### config.mk
export PLATFORM = sky130hd
export DESIGN_NAME = efpga_subsys_top
export DESIGN_NICKNAME = d
export VERILOG_FILES = /design/src/hw/efpga_subsys_pkg.sv /design/src/hw/control_word_filter.sv /design/src/hw/efpga_subsys_top.sv /design/src/hw/event_bridge.sv /design/src/hw/lint_access_ctrl.sv /design/src/hw/tcdm_port.sv
export SDC_FILE = /design/constraint.sdc
export NUM_CORES = 1
export LEC_CHECK = 0
export ABC_AREA = 1
export ABC_CLOCK_PERIOD_IN_PS = 2700
export BUFFER_PORTS_ARGS = -buffer_cell sky130_fd_sc_hd__buf_2
export CAP_MARGIN = 15
export CELL_PAD_IN_SITES_DETAIL_PLACEMENT = 1
export CELL_PAD_IN_SITES_GLOBAL_PLACEMENT = 1
export CORE_AREA = 2 2 413 415
export CTS_BUF_LIST = sky130_fd_sc_hd__clkbuf_4
export DETAILED_ROUTE_END_ITERATION = 10
export DIE_AREA = 0 0 415 417
export PLACE_DENSITY_LB_ADDON = 0.1
export SYNTH_ARGS = -nofsm -noshare
export SYNTH_HDL_FRONTEND = slang
export SYNTH_HIERARCHICAL = 1
export SYNTH_SLANG_ARGS = --single-unit
### constraint.sdc
create_clock -name asic_clk_i -period 2.7 [get_ports asic_clk_i]
set_clock_uncertainty 0.05 [all_clocks]
set_input_delay 0.27 -clock asic_clk_i [delete_from_list [all_inputs] [get_ports asic_clk_i]]
set_output_delay 0.27 -clock asic_clk_i [all_outputs]
set_load 0.1 [all_outputs]
### src/hw/efpga_subsys_pkg.sv
// ============================
// shared constants and vector types of the eFPGA glue subsystem
// referenced by scoped name from every RTL file
// ============================
package efpga_subsys_pkg;

  // memory ports from the fabric into the SoC map
  localparam int unsigned N_TCDM_PORTS = 4;

  // event lines from the fabric
  localparam int unsigned N_EVENTS = 16;

  // word address as seen by the fabric
  localparam int unsigned FABRIC_ADDR_W = 20;

  // upper address bits that place the fabric window in the SoC map
  localparam logic [11:0] SOC_ADDR_BASE = 12'h1C0;

  // depth of the type-1 request history, sets the host grant delay
  localparam int unsigned GNT_DELAY = 5;

  // data word on both buses
  typedef logic [31:0] data_t;

  // byte enables for one data word
  typedef logic [3:0] be_t;

  // fabric side address
  typedef logic [FABRIC_ADDR_W-1:0] fabric_addr_t;

  // full SoC address, base on top of fabric address
  typedef logic [31:0] soc_addr_t;

  // one bit per fabric event
  typedef logic [N_EVENTS-1:0] event_vec_t;

  // one bit per memory port
  typedef logic [N_TCDM_PORTS-1:0] port_vec_t;

endpackage

### src/hw/control_word_filter.sv
// ============================
// passes the host control word to the fabric once it has been
// stable for three consecutive clock edges
// ============================
`timescale 1ns/1ps

module control_word_filter (
  input  logic                     asic_clk_i,
  input  logic                     rst_n,
  input  efpga_subsys_pkg::data_t  control_i,
  output efpga_subsys_pkg::data_t  control_o
);

  efpga_subsys_pkg::data_t ctrl_d1_q;  // sample of previous edge
  efpga_subsys_pkg::data_t ctrl_d2_q;  // sample two edges back
  logic                    stable_q;

  // three samples in a row must agree before the word counts
  always_ff @(posedge asic_clk_i or negedge rst_n) begin
    if (!rst_n) begin
      ctrl_d1_q <= '0;
      ctrl_d2_q <= '0;
      stable_q  <= 1'b0;
    end else begin
      ctrl_d1_q <= control_i;
      ctrl_d2_q <= ctrl_d1_q;
      stable_q  <= (ctrl_d2_q == control_i) && (ctrl_d1_q == control_i);
    end
  end

  // d1 still holds the last of the three matching samples here
  always_ff @(posedge asic_clk_i or negedge rst_n) begin
    if (!rst_n) begin
      control_o <= '0;
    end else if (stable_q) begin
      control_o <= ctrl_d1_q;
    end
  end

endmodule

### src/hw/efpga_subsys_top.sv
// ============================
// glue between the eFPGA fabric and the SoC interconnect
// fabric and SoC connect to the ports, one clock asic_clk_i
// ============================
`timescale 1ns/1ps

module efpga_subsys_top (
  input  logic                           asic_clk_i,
  input  logic                           rst_n,

  // control word and events
  input  efpga_subsys_pkg::data_t        control_i,
  output efpga_subsys_pkg::data_t        control_o,
  input  efpga_subsys_pkg::event_vec_t   events_i,
  input  logic                           enable_events_i,
  output efpga_subsys_pkg::event_vec_t   event_o,

  // type-1 access
  input  logic                           enable_apb_i,
  input  logic                           host_req_i,
  input  logic                           host_wen_i,
  input  efpga_subsys_pkg::fabric_addr_t host_addr_i,
  input  efpga_subsys_pkg::data_t        host_wdata_i,
  input  efpga_subsys_pkg::be_t          host_be_i,
  output logic                           host_gnt_o,
  output logic                           host_rvalid_o,
  output efpga_subsys_pkg::data_t        host_rdata_o,
  output logic                           fab_req_o,
  output logic                           fab_wen_o,
  output efpga_subsys_pkg::fabric_addr_t fab_addr_o,
  output efpga_subsys_pkg::data_t        fab_wdata_o,
  output efpga_subsys_pkg::be_t          fab_be_o,
  input  logic                           fab_gnt_i,
  input  logic                           fab_rvalid_i,
  input  efpga_subsys_pkg::data_t        fab_rdata_i,

  // memory ports, fabric side
  input  efpga_subsys_pkg::port_vec_t    enable_tcdm_i,
  input  logic                           tcdm_fab_req_i   [efpga_subsys_pkg::N_TCDM_PORTS],
  input  logic                           tcdm_fab_wen_i   [efpga_subsys_pkg::N_TCDM_PORTS],
  input  efpga_subsys_pkg::fabric_addr_t tcdm_fab_addr_i  [efpga_subsys_pkg::N_TCDM_PORTS],
  input  efpga_subsys_pkg::be_t          tcdm_fab_be_i    [efpga_subsys_pkg::N_TCDM_PORTS],
  input  efpga_subsys_pkg::data_t        tcdm_fab_wdata_i [efpga_subsys_pkg::N_TCDM_PORTS],
  output logic                           tcdm_fab_gnt_o   [efpga_subsys_pkg::N_TCDM_PORTS],
  output logic                           tcdm_fab_rvalid_o[efpga_subsys_pkg::N_TCDM_PORTS],
  output efpga_subsys_pkg::data_t        tcdm_fab_rdata_o [efpga_subsys_pkg::N_TCDM_PORTS],

  // memory ports, SoC side
  output logic                           tcdm_soc_req_o   [efpga_subsys_pkg::N_TCDM_PORTS],
  output logic                           tcdm_soc_wen_o   [efpga_subsys_pkg::N_TCDM_PORTS],
  output efpga_subsys_pkg::soc_addr_t    tcdm_soc_addr_o  [efpga_subsys_pkg::N_TCDM_PORTS],
  output efpga_subsys_pkg::be_t          tcdm_soc_be_o    [efpga_subsys_pkg::N_TCDM_PORTS],
  output efpga_subsys_pkg::data_t        tcdm_soc_wdata_o [efpga_subsys_pkg::N_TCDM_PORTS],
  input  logic                           tcdm_soc_gnt_i   [efpga_subsys_pkg::N_TCDM_PORTS],
  input  logic                           tcdm_soc_rvalid_i[efpga_subsys_pkg::N_TCDM_PORTS],
  input  efpga_subsys_pkg::data_t        tcdm_soc_rdata_i [efpga_subsys_pkg::N_TCDM_PORTS]
);

  control_word_filter ctrl_filter_i (
    .asic_clk_i (asic_clk_i),
    .rst_n      (rst_n),
    .control_i  (control_i),
    .control_o  (control_o)
  );

  event_bridge event_bridge_i (
    .asic_clk_i      (asic_clk_i),
    .rst_n           (rst_n),
    .events_i        (events_i),
    .enable_events_i (enable_events_i),
    .event_o         (event_o)
  );

  lint_access_ctrl lint_ctrl_i (
    .asic_clk_i    (asic_clk_i),
    .rst_n         (rst_n),
    .enable_apb_i  (enable_apb_i),
    .host_req_i    (host_req_i),
    .host_wen_i    (host_wen_i),
    .host_addr_i   (host_addr_i),
    .host_wdata_i  (host_wdata_i),
    .host_be_i     (host_be_i),
    .host_gnt_o    (host_gnt_o),
    .host_rvalid_o (host_rvalid_o),
    .host_rdata_o  (host_rdata_o),
    .fab_req_o     (fab_req_o),
    .fab_wen_o     (fab_wen_o),
    .fab_addr_o    (fab_addr_o),
    .fab_wdata_o   (fab_wdata_o),
    .fab_be_o      (fab_be_o),
    .fab_gnt_i     (fab_gnt_i),
    .fab_rvalid_i  (fab_rvalid_i),
    .fab_rdata_i   (fab_rdata_i)
  );

  // each port uses its own enable bit
  for (genvar g = 0; g < efpga_subsys_pkg::N_TCDM_PORTS; g++) begin : g_tcdm
    tcdm_port tcdm_port_i (
      .asic_clk_i   (asic_clk_i),
      .rst_n        (rst_n),
      .enable_i     (enable_tcdm_i[g]),
      .fab_req_i    (tcdm_fab_req_i[g]),
      .fab_wen_i    (tcdm_fab_wen_i[g]),
      .fab_addr_i   (tcdm_fab_addr_i[g]),
      .fab_be_i     (tcdm_fab_be_i[g]),
      .fab_wdata_i  (tcdm_fab_wdata_i[g]),
      .fab_gnt_o    (tcdm_fab_gnt_o[g]),
      .fab_rvalid_o (tcdm_fab_rvalid_o[g]),
      .fab_rdata_o  (tcdm_fab_rdata_o[g]),
      .soc_req_o    (tcdm_soc_req_o[g]),
      .soc_wen_o    (tcdm_soc_wen_o[g]),
      .soc_addr_o   (tcdm_soc_addr_o[g]),
      .soc_be_o     (tcdm_soc_be_o[g]),
      .soc_wdata_o  (tcdm_soc_wdata_o[g]),
      .soc_gnt_i    (tcdm_soc_gnt_i[g]),
      .soc_rvalid_i (tcdm_soc_rvalid_i[g]),
      .soc_rdata_i  (tcdm_soc_rdata_i[g])
    );
  end

endmodule

### src/hw/event_bridge.sv
// ============================
// gates fabric event levels with the event enable and turns each
// rising edge into a one-cycle event pulse towards the SoC
// ============================
`timescale 1ns/1ps

module event_bridge (
  input  logic                         asic_clk_i,
  input  logic                         rst_n,
  input  efpga_subsys_pkg::event_vec_t events_i,
  input  logic                         enable_events_i,
  output efpga_subsys_pkg::event_vec_t event_o
);

  efpga_subsys_pkg::event_vec_t event_gate;
  efpga_subsys_pkg::event_vec_t event_gate_q;  // gated level at last edge
  efpga_subsys_pkg::event_vec_t event_rise;

  assign event_gate = events_i & {efpga_subsys_pkg::N_EVENTS{enable_events_i}};

  // held level gives one pulse only
  assign event_rise = event_gate & ~event_gate_q;

  always_ff @(posedge asic_clk_i or negedge rst_n) begin
    if (!rst_n) begin
      event_gate_q <= '0;
    end else begin
      event_gate_q <= event_gate;
    end
  end

  always_ff @(posedge asic_clk_i or negedge rst_n) begin
    if (!rst_n) begin
      event_o <= '0;
    end else begin
      event_o <= event_rise;  // registered pulse
    end
  end

endmodule

### src/hw/lint_access_ctrl.sv
// ============================
// type-1 access sequencer from the SoC into the fabric, one fabric
// request per held host request and a delayed host grant
// ============================
`timescale 1ns/1ps

module lint_access_ctrl (
  input  logic                           asic_clk_i,
  input  logic                           rst_n,
  input  logic                           enable_apb_i,

  // host side
  input  logic                           host_req_i,
  input  logic                           host_wen_i,
  input  efpga_subsys_pkg::fabric_addr_t host_addr_i,
  input  efpga_subsys_pkg::data_t        host_wdata_i,
  input  efpga_subsys_pkg::be_t          host_be_i,
  output logic                           host_gnt_o,
  output logic                           host_rvalid_o,
  output efpga_subsys_pkg::data_t        host_rdata_o,

  // fabric side
  output logic                           fab_req_o,
  output logic                           fab_wen_o,
  output efpga_subsys_pkg::fabric_addr_t fab_addr_o,
  output efpga_subsys_pkg::data_t        fab_wdata_o,
  output efpga_subsys_pkg::be_t          fab_be_o,
  input  logic                           fab_gnt_i,
  input  logic                           fab_rvalid_i,
  input  efpga_subsys_pkg::data_t        fab_rdata_i
);

  localparam int unsigned HIST_W = efpga_subsys_pkg::GNT_DELAY;

  logic [HIST_W-1:0] req_hist_q;  // one bit per edge with req held

  // history restarts as soon as the host drops its request
  always_ff @(posedge asic_clk_i or negedge rst_n) begin
    if (!rst_n) begin
      req_hist_q <= '0;
    end else if (!host_req_i) begin
      req_hist_q <= '0;
    end else begin
      req_hist_q <= {req_hist_q[HIST_W-2:0], host_req_i};
    end
  end

  // masked re-request, only the head of a held request reaches the fabric
  assign fab_req_o = enable_apb_i ? host_req_i & ~req_hist_q[0] : 1'b0;

  // grant waits for the full history and the fabric grant
  assign host_gnt_o = enable_apb_i ? req_hist_q[HIST_W-1] & fab_gnt_i : host_req_i;

  assign host_rvalid_o = enable_apb_i ? fab_rvalid_i : 1'b1;  // always valid in bypass
  assign host_rdata_o  = fab_rdata_i;

  // payload goes straight through
  assign fab_wen_o   = host_wen_i;
  assign fab_addr_o  = host_addr_i;
  assign fab_wdata_o = host_wdata_i;
  assign fab_be_o    = host_be_i;

endmodule

### src/hw/tcdm_port.sv
// ============================
// one fabric-to-SoC memory port, adds the SoC address base, gates
// the port with its enable and qualifies read responses
// ============================
`timescale 1ns/1ps

module tcdm_port (
  input  logic                           asic_clk_i,
  input  logic                           rst_n,
  input  logic                           enable_i,

  // fabric side
  input  logic                           fab_req_i,
  input  logic                           fab_wen_i,
  input  efpga_subsys_pkg::fabric_addr_t fab_addr_i,
  input  efpga_subsys_pkg::be_t          fab_be_i,
  input  efpga_subsys_pkg::data_t        fab_wdata_i,
  output logic                           fab_gnt_o,
  output logic                           fab_rvalid_o,
  output efpga_subsys_pkg::data_t        fab_rdata_o,

  // SoC side
  output logic                           soc_req_o,
  output logic                           soc_wen_o,
  output efpga_subsys_pkg::soc_addr_t    soc_addr_o,
  output efpga_subsys_pkg::be_t          soc_be_o,
  output efpga_subsys_pkg::data_t        soc_wdata_o,
  input  logic                           soc_gnt_i,
  input  logic                           soc_rvalid_i,
  input  efpga_subsys_pkg::data_t        soc_rdata_i
);

  logic wen_q;  // wen of last request, 1 = read

  // request side, nothing leaves a disabled port
  assign soc_req_o   = enable_i & fab_req_i;
  assign soc_wen_o   = enable_i ? fab_wen_i : 1'b1;
  assign soc_addr_o  = {efpga_subsys_pkg::SOC_ADDR_BASE, enable_i ? fab_addr_i : '0};
  assign soc_be_o    = enable_i ? fab_be_i : '0;
  assign soc_wdata_o = enable_i ? fab_wdata_i : '0;

  assign fab_gnt_o = enable_i & soc_gnt_i;

  always_ff @(posedge asic_clk_i or negedge rst_n) begin
    if (!rst_n) begin
      wen_q <= 1'b1;  // default read
    end else if (soc_req_o) begin
      wen_q <= soc_wen_o;
    end
  end

  // write responses are not passed on as read data
  assign fab_rvalid_o = soc_rvalid_i & wen_q;
  assign fab_rdata_o  = soc_rdata_i;

endmodule

; Word-level counts from Yosys, hierarchy flattened
; Cells that the tools add are included.
[word_totals]
word_cells = 52
reg_bits = 138
input_bits = 516
out_inout_bits = 556
[op_classes]
muxes = 20
n_eq_ne = 2
bitwise = 18
reduce_logical = 1
[ops]
columns = cell, count
row1 = 2-to-1 mux 32 bit, 4
row2 = 2-to-1 mux 20 bit, 4
row3 = equality test 32 bit, 2
row4 = bitwise AND 16 bit, 2
row5 = 2-to-1 mux 4 bit, 4
row6 = NOT 16 bit, 1
row7 = bitwise AND 1 bit, 14
row8 = 2-to-1 mux 1 bit, 7
row9 = 2-to-1 mux 5 bit, 1
row10 = logical AND 1 bit, 1
row11 = NOT 1 bit, 1

; Logic depth before layout (Yosys ltp)
; Gate-level depths: netlist of run 1.
[logic_depth]
depth_word = 3
mapped_depth = 9
ltp_nobuf = 9

; Cells and area by module
; The synthesis of run 1 kept the hierarchy.
[by_module_without_submodules]
columns = mod, seq_area_each_um2, cells_per_inst, area_each_um2, n_inst
row1 = tcdm_port, 26.3, 177, 937.1, 4
row2 = control_word_filter, 2427.3, 306, 3702.3, 1
row3 = event_bridge, 800.8, 82, 1024.7, 1
row4 = lint_access_ctrl, 125.1, 109, 853.3, 1

; Worst setup path before layout of run 1
; No wires, ideal clock.
[synth_timing]
path_type = reg-to-output
start = register lint_ctrl_i.req_hist_q[0]
end = output fab_req_o
setup_slack_ps = 755
path_buffers = 0
arrival_time_ps = 1625
path_stages_with_launch = 2
t_required_ps = 2380
cell_sequence = dfrtp_1 nor2_1
[synth_via]
elab_chain_cells = 3
[synth_lines]
columns = element, line_no
row1 = from (decl), lint_access_ctrl.sv:35  ; logic [HIST_W-1:0] req_hist_q;
row2 = from (signal assigned), lint_access_ctrl.sv:44  ; req_hist_q <= {req_hist_q[HIST_W-2:0], host_req_i};
row3 = NOT 1 bit, lint_access_ctrl.sv:49  ; assign fab_req_o = enable_apb_i ? host_req_i & ~req_hist_q[0] : 1'b0;
row4 = bitwise AND 1 bit, lint_access_ctrl.sv:49
row5 = 2-to-1 mux 1 bit, lint_access_ctrl.sv:49
row6 = to (decl), efpga_subsys_top.sv:28  ; output logic fab_req_o,
; Every way passes these cells.

==> results of run 1 <==
## power groups by stage
stage | Sequential (W) | Clock (W) | Combinational [W]
2_1_floorplan | 0.00232 | 0 | 0.00366
3_3_place_gp | 0.00225 | 0 | 0.00284
3_5_place_dp | 0.00225 | 0 | 0.00283
4_1_cts | 0.00221 | 0.00176 | 0.00295
5_1_grt | 0.00222 | 0.00180 | 0.00305
6_report | 0.00220 | 0.00155 | 0.00289
## cell usage in the layout, fill, tap and decap left out, drive strengths merged
master	n
a21oi	6
buf	600
clkbuf	17
clkinv	4
clkinvlp	2
conb	48
dfrtp	134
dfstp	4
diode	3
dlygate4sd3	76
inv	290
mux2	26
nand2	343
nand3	5
nor2	44
or2	1
xnor2	54
## registers in the layout, indices dropped and copies added, names as in the netlist
| signal | flops |
|---|---|
| lint_ctrl_i/req_hist_q | 5 |
| event_bridge_i/event_o | 16 |
| ctrl_filter_i/stable_q | 1 |
| event_bridge_i/event_gate_q | 16 |
| ctrl_filter_i/ctrl_d2_q | 32 |
| ctrl_filter_i/control_o | 32 |
| ctrl_filter_i/ctrl_d1_q | 32 |
| g_tcdm.tcdm_port_i/wen_q | 4 |
## cell families after synthesis
family,Yosys count,synth area share
xor gates and xnor gates,54,0.0507
other,8,0.00322
and+or+nand+nor,393,0.165
buffers and inverters,580,0.376
AOI/OAI and AO/OA,6,0.00322
DFF,138,0.371
muxes,26,0.0314
## per-stage QoR
stage	hold WS (ps)	instance area, sq um
6_report	178	14000
3_3_place_gp	222	12900
2_1_floorplan	-75.6	9480
4_1_cts	0.549	14000
3_5_place_dp	221	12900
5_1_grt	30.3	14000
## synthesized netlist by cell type
cell type,instances
mux2_2,25
nand2_2,8
nand3_1,5
inv_1,281
a21oi_1,6
xnor2_1,54
buf_12,5
nand2_4,4
buf_2,2
buf_4,265
mux2_1,1
dfrtp_1,134
nor2_2,1
or2_1,1
buf_6,7
conb_1,8
nor2_1,43
clkbuf_8,20
nand2_1,331
dfstp_2,4
## final cells by class
cell class,count,share of cell area
Multi-Input combinational cell,527,0.179
Clock buffer,17,0.00910
Inverter,281,0.0752
Clock inverter,15,0.0119
Antenna cell,3,0.000535
Timing Repair Buffer,676,0.280
Sequential cell,138,0.247
Tap cell,2218,0.198
## repair_timing
action | 4_1_cts | 5_1_grt
endpoints found under the hold margin | 211 | 0
gates resized for setup | 0 | 0
hold buffers | 77 | 0
setup endpoints to repair | 0 | 0
## worst max-delay path, delay by kind of cell (launching register included)
kind | cells | cell delay, ps
simple gates | 1 | 60
buf+inv | 2 | 480
flops | 1 | 630
## worst paths after layout
kind,to,cells after the start
setup / recovery,tcdm_fab_rvalid_o[3],3
hold / removal,ctrl_filter_i/ctrl_d1_q[10],2
setup reg to reg,ctrl_filter_i/stable_q,7
hold reg to reg,event_bridge_i/event_o[8],1
max in group asynchronous,g_tcdm[2].tcdm_port_i/wen_q,4
min in group asynchronous,g_tcdm[3].tcdm_port_i/wen_q,3
## routing by layer
metal | track usage | vias up
met1 | 0.0544 | 3850
met5 | 0 | -
met4 | 0.0202 | 2
li1 | - | 3928
met2 | 0.106 | 354
met3 | 0.0218 | 83
==> metrics, run 1 <==
outcome finished, final reports clean; RD Place Congestion between 0.7 and 0.8; iteration count of the initial detailed-routing pass 4; wire length of the first global-routing pass 68100 um; Setup Crit Path Kind reg -> out; Synth Warn # 6; clock tree buffer depth 2; DRC violation count after routing 0; combined area of the multi-input logic cells roughly 0.0025 sq mm; fraction of power consumed by combinational cells 0.435; global route total overflow 0; part of the total power dissipated in the clock network 0.233; Internal Pwr Total 0.00312 W; CP Capture Type output pin; number of instances in the synthesized netlist roughly 1.2k; final-stage net count 2157; min cycle time layout roughly 2300 ps; clk slew on worst S/H paths about 170 ps; number of vias after detailed routing roughly 8k; sequential fraction of the synthesis area 0.371; sum of negative setup slack 0 ps; Reg power frac 0.332; count of buffers added by post-CTS timing repair for setup 0; number of placed I/O pins ~1.1k; classification of the worst-slack hold path in -> reg; synth-to-layout area growth 50.3%; Peak VDD IR 236 uV; number of CTS-inserted buffers 17; required time worst endpoint 2380 ps; Total Wirelength 49500 um; initial antenna violation count 9; max capacitance violation total 0; Die Wd approximately 420 um; share of the core filled with cells 0.0832; power density over cell area 474 mW/mm^2; area of the core 0.169 sq mm; signal arrival time at the worst endpoint between 1500 and 2000 ps; number of core rows 151; Tot GR Track Use 0.0560; cell count after placement about 3.8k; vias per cell about 2.1; Fill cells between 20k and 25k; H-tree level count 4; clk root buf clkbuf_4; Num Clock Sinks 138; sw power 0.00352 W; FF-to-FF setup slack ~1100 ps; antenna-violating nets left 0; total of flip-flops plus latches after synthesis roughly 140; final-report max-slew violation count 0; fraction of synthesized cell area taken by the top area cell type 0.359; Post-Syn Area per Cell 7.74 sq um; sum of routed wire segments on met1 17300 um; static power due to leakage 8.30 nW; biggest area consumer among synthesized cells dfrtp_1; post-detailed-placement half-perimeter wirelength about 42000 um; launching instance or port of the critical path g_tcdm[0].tcdm_port_i/wen_q; FF/Latch Area between 0.003 and 0.004 sq mm; filler-free cell count of the finished design approximately 3.9k; met2 wire length about 28000 um; met3 wire len between 3000 and 4000 um; worst reg2reg startpoint ctrl_filter_i/ctrl_d1_q[29]; Switching Share 0.530; fraction of final layout cells with drive strength greater than 1 0.408; Die Span Y 417 um; hold_sp control_i[10]; worst setup slack before clock tree synthesis roughly 760 ps; final worst setup slack 428 ps; number of global-route vias before repair between 9k and 10k; chain of cells forming the critical path nand2_1, inv_1, buf_2; Max FO, Critical Path 2; TritonCTS clock tree built; Tightest Pin Transition ~610 ps; maximum number of pins on one net before global-route repair between 60 and 70; final worst-path cycle share 0.841; top achievable clock speed 440 MHz; crit start category flop; headroom to the max-slew limit 0.597; PnR Total Power between 0.006 and 0.007 W; Final Hold Vio Count 0; Die ar. around 0.17 sq mm; Initial Util 0.0554; final setup fails 0; cell with the biggest individual delay on the critical path dfstp_2; insertion delay of the later-clocked pin in the worst-skew pair approximately 770 ps; setup repair after global routing missed its margin no; starting DRC count in detailed routing roughly 190; average routed wire per standard cell between 10 and 15 um; largest cells by area after synthesis dfrtp_1, buf_4, nand2_1; Syn Std Cell Area around 0.0093 sq mm; IO buf count ~590; delay of the slowest cell on the worst path between 600 and 700 ps; number of distinct library cells after synthesis 20; uppermost routed layer met5
(Power assumes the default switching activity.)
==> inputs of run 2 (changes only) <==
--- a/config.mk
+++ b/config.mk
@@ -6,15 +6,15 @@
 export NUM_CORES = 1
 export LEC_CHECK = 0
 export ABC_AREA = 1
-export ABC_CLOCK_PERIOD_IN_PS = 2700
+export ABC_CLOCK_PERIOD_IN_PS = 2200
 export BUFFER_PORTS_ARGS = -buffer_cell sky130_fd_sc_hd__buf_2
 export CAP_MARGIN = 15
 export CELL_PAD_IN_SITES_DETAIL_PLACEMENT = 1
 export CELL_PAD_IN_SITES_GLOBAL_PLACEMENT = 1
-export CORE_AREA = 2 2 413 415
+export CORE_AREA = 2 2 422 424
 export CTS_BUF_LIST = sky130_fd_sc_hd__clkbuf_4
 export DETAILED_ROUTE_END_ITERATION = 10
-export DIE_AREA = 0 0 415 417
+export DIE_AREA = 0 0 424 426
 export PLACE_DENSITY_LB_ADDON = 0.1
 export SYNTH_ARGS = -nofsm -noshare
 export SYNTH_HDL_FRONTEND = slang
==> constraint.sdc (replaced) <==
create_clock -name asic_clk_i -period 2.2 [get_ports asic_clk_i]
set_clock_uncertainty 0.05 [all_clocks]
set_input_delay 0.22 -clock asic_clk_i [delete_from_list [all_inputs] [get_ports asic_clk_i]]
set_output_delay 0.22 -clock asic_clk_i [all_outputs]
set_load 0.1 [all_outputs]
==> run 2 against run 1 <==
Critical path depth is 4 higher. Worst setup slack worse by 210 ps. Final cell count is 4.6% higher. Worst hold slack better by 30 ps. Sequential power is 23% higher. Clock-buffer cell count stayed put. Global-route usage is 0.24 points higher. Wire length is 8.0% higher. Critical endpoint is now g_tcdm[1].tcdm_port_i/wen_q. Largest cell class unchanged. Highest routed layer is now met4.
==> metrics, run 2 (same netlist as run 1, synthesis figures left out) <==
final-stage net count between 2k and 2.5k; final worst hold slack 208 ps; number of CTS-inserted buffers 17; FF/Latch Area roughly 0.0035 sq mm; worst path buffer plus inverter count 5; power density over cell area about 540 mW/mm^2; commonest non-fill, non-tap cell in the layout buf_2; outcome finished, final reports clean; delay of the slowest cell on the worst path 560 ps; classification of the worst-slack hold path in -> reg; filler-free cell count of the finished design slightly above 4k; number of cells on the worst hold path 2; iteration count of the initial detailed-routing pass 4; Fill cells approximately 21k; count of buffers added by post-CTS timing repair for setup 0; Peak VDD IR between 300 and 400 uV; Switching Share 0.518; final worst setup slack 216 ps; top flop regs ctrl_filter_i/control_o: 32 flops, ctrl_filter_i/ctrl_d1_q: 32 flops, ctrl_filter_i/ctrl_d2_q: 32 flops; static power due to leakage between 8 and 9 nW; average routed wire per standard cell 13.2 um; clk root buf clkbuf_4; Initial Util 0.0531; required time worst endpoint just under 3000 ps; sum of negative setup slack 0 ps; Num Clock Sinks approximately 140; RD Place Congestion 0.730; global route total overflow 0; TritonCTS clock tree built; vias per cell about 2.1; wire length of the first global-routing pass 73700 um; initial antenna violation count 24; sw power about 0.0044 W; final setup fails 0; Max FO, Critical Path 2; chain of cells forming the critical path dlygate4sd3_1, buf_2, dlygate4sd3_1, nand3_1, dlygate4sd3_1, nand2_1, dlygate4sd3_1; headroom to the max-slew limit 0.557; Crit. path cell count 7; cell with the biggest individual delay on the critical path dlygate4sd3_1; final worst-path cycle share 0.902; CP Capture Type flop; Setup Crit Path Kind in -> reg; clock tree buffer depth 2; fraction of final layout cells with drive strength greater than 1 0.401; insertion delay of the later-clocked pin in the worst-skew pair roughly 800 ps; Total Wirelength about 53000 um; H-tree level count 4; number of core rows around 150; area of the core 0.176 sq mm; finished layout cell area approximately 0.016 sq mm; number of vias after detailed routing between 8k and 9k; IO buf count 589; Internal Pwr Total 0.00407 W; Tot GR Track Use 0.0585; clk slew on worst S/H paths between 150 and 200 ps; combined area of the multi-input logic cells around 0.0025 sq mm; final-report max-slew violation count 0; synth-to-layout area growth 68.1%; Post-DP Area 0.0141 sq mm; cell count after placement a little under 4k; number of placed I/O pins 1072; starting DRC count in detailed routing around 190; Final Hold Vio Count 0; Tightest Pin Transition about 660 ps; maximum number of pins on one net before global-route repair 52; part of the total power dissipated in the clock network 0.220; crit start category primary input; Die Wd 424 um; Worst R2R Path Depth 7; fraction of power consumed by combinational cells 0.460; worst setup slack before clock tree synthesis 343 ps; max capacitance violation total 0; Reg power frac 0.320; DRC violation count after routing 0; number of global-route vias before repair approximately 10k; most used cells in the layout excluding fill and tap cells buf_2, nand2_1, inv_1, dfrtp_1, dlygate4sd3_1; signal arrival time at the worst endpoint around 2700 ps; cell family with most CP delay buffers and inverters; top achievable clock speed roughly 500 MHz; post-detailed-placement half-perimeter wirelength 45900 um; Top cell by count, worst path dlygate4sd3_1; Die Span Y about 430 um; min cycle time layout between 1500 and 2000 ps; Die ar. about 0.18 sq mm; antenna-violating nets left 0
==> run 2: layout make-up <==
type | instances | share of cell area
repair buffers | 726 | 0.346
clock inverters | 15 | 0.00942
well taps | 2340 | 0.187
diodes | 8 | 0.00128
clock buffers | 17 | 0.00814
flip-flops and latches | 138 | 0.221
inverters | 281 | 0.0673
multi-input cells | 527 | 0.160
==> run 2: worst reg2reg max path: cells and delay by family (launching register included) <==
family                    cells  cell delay (ps)
DFF                           1              410
and+or+nand+nor               6              810
xor gates and xnor gates      1              200
==> run 2: timing repair <==
item | CTS | global route
gates resized for setup | 14 | 0
hold endpoints to repair | 212 | 0
hold buffers | 120 | 0
setup endpoints to repair | 6 | 0
==> run 2: per-stage QoR <==
| stage | power (W) | utilization |
|---|---|---|
| after detailed placement | 0.00649 | 0.0804 |
| after global placement | 0.00650 | 0.0804 |
| after CTS | 0.00880 | 0.0891 |
| final | 0.00846 | 0.0892 |
| after global routing | 0.00902 | 0.0892 |
| after floorplan | 0.00735 | - |
==> run 2: worst paths after layout <==
check                                              endpoint                   startpoint  slack [ps]
worst max-delay path            g_tcdm[1].tcdm_port_i/wen_q            tcdm_fab_wen_i[2]         220
worst min register to register  ctrl_filter_i/ctrl_d2_q[27]  ctrl_filter_i/ctrl_d1_q[27]         360
max in group asynchronous       g_tcdm[2].tcdm_port_i/wen_q                        rst_n        1220
worst min-delay path             ctrl_filter_i/ctrl_d1_q[4]                 control_i[4]         210
min in group asynchronous       ctrl_filter_i/control_o[10]                        rst_n         480
worst max register to register       ctrl_filter_i/stable_q  ctrl_filter_i/ctrl_d2_q[13]         670
==> run 2: per-layer routing <==
metal | vias up | GRT usage | part of all wire
li1 | 4029 | - | -
met2 | 400 | 0.109 | 0.54
met5 | - | 0 | 0
met3 | 113 | 0.0257 | 0.081
met4 | 0 | 0.0202 | 0.027
met1 | 4023 | 0.0571 | 0.35
==> run 2: power groups by stage <==
stage	Sequential (W)	Combinational, W	Clock [W]
after floorplan	0.00285	0.00450	0
after global placement	0.00276	0.00375	0
after detailed placement	0.00276	0.00373	0
after CTS	0.00271	0.00396	0.00213
after global routing	0.00272	0.00410	0.00220
final	0.00271	0.00389	0.00186
==> inputs of run 3 (changes only) <==
--- a/config.mk
+++ b/config.mk
@@ -5,16 +5,15 @@
 export SDC_FILE = /design/constraint.sdc
 export NUM_CORES = 1
 export LEC_CHECK = 0
-export ABC_AREA = 1
 export ABC_CLOCK_PERIOD_IN_PS = 2200
 export BUFFER_PORTS_ARGS = -buffer_cell sky130_fd_sc_hd__buf_2
 export CAP_MARGIN = 15
 export CELL_PAD_IN_SITES_DETAIL_PLACEMENT = 1
 export CELL_PAD_IN_SITES_GLOBAL_PLACEMENT = 1
-export CORE_AREA = 2 2 422 424
+export CORE_AREA = 2 2 413 415
 export CTS_BUF_LIST = sky130_fd_sc_hd__clkbuf_4
 export DETAILED_ROUTE_END_ITERATION = 10
-export DIE_AREA = 0 0 424 426
+export DIE_AREA = 0 0 415 417
 export PLACE_DENSITY_LB_ADDON = 0.1
 export SYNTH_ARGS = -nofsm -noshare
 export SYNTH_HDL_FRONTEND = slang
==> run 3 against run 2 <==
Area after synthesis is 8.6% lower. Power shrank 2.0%. Worst hold slack lost 28 ps. Critical endpoint is now tcdm_fab_rvalid_o[0]. Highest routed layer is now met5.
==> metrics, run 3 <==
sum of negative setup slack 0 ps; vias per cell 2.11; IO buf count between 500 and 600; clock tree buffer depth 2; GR Util met3 0.0336; sequential fraction of the synthesis area 0.406; Syn Std Cell Area approximately 0.0085 sq mm; antenna-violating nets left 0; final worst setup slack between 200 and 300 ps; Max FO, Critical Path 2; DRC violation count after routing 0; dominant register cell in the synthesized netlist dfrtp_1; initial antenna violation count 29; EDFF count, synth 0; TritonCTS clock tree built; Tightest Pin Transition about 630 ps; H-tree level count 4; met2 GRT Util 0.105; final worst-path cycle share 0.883; insertion delay of the later-clocked pin in the worst-skew pair 730 ps; share of async-settable or async-resettable flops after synthesis 1.00; Total Wirelength roughly 50000 um; GR Layer Usage met1 0.0512; Die Span Y ~420 um; final-stage net count 1839; min cycle time layout 1940 ps; number of instances in the synthesized netlist approximately 850; Die Wd ~420 um; most used cells in the layout excluding fill and tap cells buf_2, and2_1, dfrtp_1, dlygate4sd3_1, conb_1; power density over cell area just under 600 mW/mm^2; PnR Total Power 0.00828 W; global route total overflow 0; final-report max-slew violation count 0; Die ar. around 0.17 sq mm; RD Place Congestion between 0.7 and 0.8; fraction of final layout cells with drive strength greater than 1 0.526; number of global-route vias before repair about 8.3k; total of flip-flops plus latches after synthesis about 140; critical register-to-register path endpoint ctrl_filter_i/stable_q; clk slew on worst S/H paths 160 ps; most instantiated library cell after synthesis buf_4; fraction of synthesized cell area taken by the top area cell type 0.393; filler-free cell count of the finished design around 3.6k; number of distinct library cells after synthesis 32; Synth Warn # 6; Post-Syn Area per Cell just over 10 sq um; combined area of the multi-input logic cells 0.00302 sq mm; outcome finished, final reports clean; max capacitance violation total 0; top achievable clock speed just over 500 MHz; area of the core 0.169 sq mm; number of cells on the worst hold path 2; largest cells by area after synthesis dfrtp_1, buf_4, and2_1; Worst R2R Path Depth 4; synth-to-layout area growth 66.6%; biggest area consumer among synthesized cells dfrtp_1; commonest non-fill, non-tap cell in the layout buf_2; static power due to leakage roughly 6.6 nW; required time worst endpoint between 1500 and 2000 ps; wire length of the first global-routing pass ~70000 um; launching instance or port of the critical path g_tcdm[3].tcdm_port_i/wen_q; Setup Crit Path Kind reg -> out; number of CTS-inserted buffers 17; Peak VDD IR 347 uV; count of buffers added by post-CTS timing repair for setup 0; endpoint with the worst hold slack ctrl_filter_i/ctrl_d1_q[27]; final setup fails 0; hold_sp control_i[27]; cell count after placement about 3.4k; setup repair after global routing missed its margin no; worst setup slack before clock tree synthesis 249 ps; average routed wire per standard cell between 10 and 15 um; top cells by count, synth buf_4, and2_1, dfrtp_1, mux2_2, xor2_1; Initial Util 0.0506; FF-to-FF setup slack about 330 ps; number of core rows about 150; top flop regs ctrl_filter_i/control_o: 32 flops, ctrl_filter_i/ctrl_d1_q: 32 flops, ctrl_filter_i/ctrl_d2_q: 32 flops; post-detailed-placement half-perimeter wirelength 42600 um; clk root buf clkbuf_4; worst reg2reg startpoint ctrl_filter_i/ctrl_d2_q[16]; crit start category flop; headroom to the max-slew limit 0.585; iteration count of the initial detailed-routing pass 4; number of placed I/O pins between 1k and 1.5k; starting DRC count in detailed routing ~200; signal arrival time at the worst endpoint around 1700 ps; Fill cells 20.1k; Tot GR Track Use 0.0577; classification of the worst-slack hold path in -> reg; Num Clock Sinks approximately 140; FF/Latch Area around 0.0035 sq mm; number of vias after detailed routing roughly 7.5k; maximum number of pins on one net before global-route repair between 50 and 60; most used routing layer in global routing met2; Final Hold Vio Count 0; CP Capture Type output pin
==> run 3: kinds of logic (layout without fill, tap and decap cells) <==
kind of cell | after synthesis | in the layout | synth area share
AOI/OAI and AO/OA | 10 | 10 | 0.00734
muxes | 36 | 36 | 0.0493
DFF | 138 | 138 | 0.406
xor gates and xnor gates | 30 | 30 | 0.0308
buffers and inverters | 297 | 747 | 0.258
and+or+nand+nor | 326 | 326 | 0.245
other | 8 | 53 | 0.00352
==> run 3: how the worst max path moves through the flow <==
stage,end,slack [ps],depth (start not counted)
floorplan,fab_req_o,310,1
global placement,ctrl_filter_i/stable_q,240,5
detailed placement,ctrl_filter_i/stable_q,250,4
CTS,tcdm_fab_rvalid_o[2],6,2
global route,tcdm_fab_rvalid_o[2],30,2
finish,tcdm_fab_rvalid_o[0],260,2
==> run 3: repair_timing <==
action	4_1_cts	5_1_grt
endpoints found under the hold margin	212	0
hold buffers	109	0
gates resized for setup	16	0
endpoints found under the setup margin	7	0
==> run 3: critical path, cell delays in order, from the launching register on <==
cell	delay (ps)
dfstp_2	560
and2_1	160
buf_12	180
==> run 3: layer usage <==
layer	share of wire	up-vias	wire, um
met2	0.53	513	26800
met5	0.0011	-	55
met4	0.033	4	1680
li1	-	3313	-
met1	0.31	3552	16000
met3	0.13	118	6380
==> run 3: area by class of cell <==
cell class	count	share of cell area
repair buffers	715	0.328
flip-flops and latches	138	0.243
multi-input cells	450	0.212
well taps	2218	0.195
clock inverters	13	0.0102
clock buffers	18	0.00951
diodes	5	0.000881
inverters	1	0.000264
==> run 3: where the power goes <==
part           internal, W  switching, W  total (W)
clock             0.000695       0.00132    0.00201
sequential         0.00265     0.0000559    0.00270
combinational     0.000794       0.00278    0.00357
total              0.00414       0.00415    0.00828
==> run 3: stage by stage <==
step	util	cell area, sq um	hold slack [ps]
global route	0.0843	14200	27.6
floorplan	-	8680	-126
detailed placement	0.0757	12800	180
global placement	0.0757	12800	172
CTS	0.0842	14200	2.83
finish	0.0843	14200	180
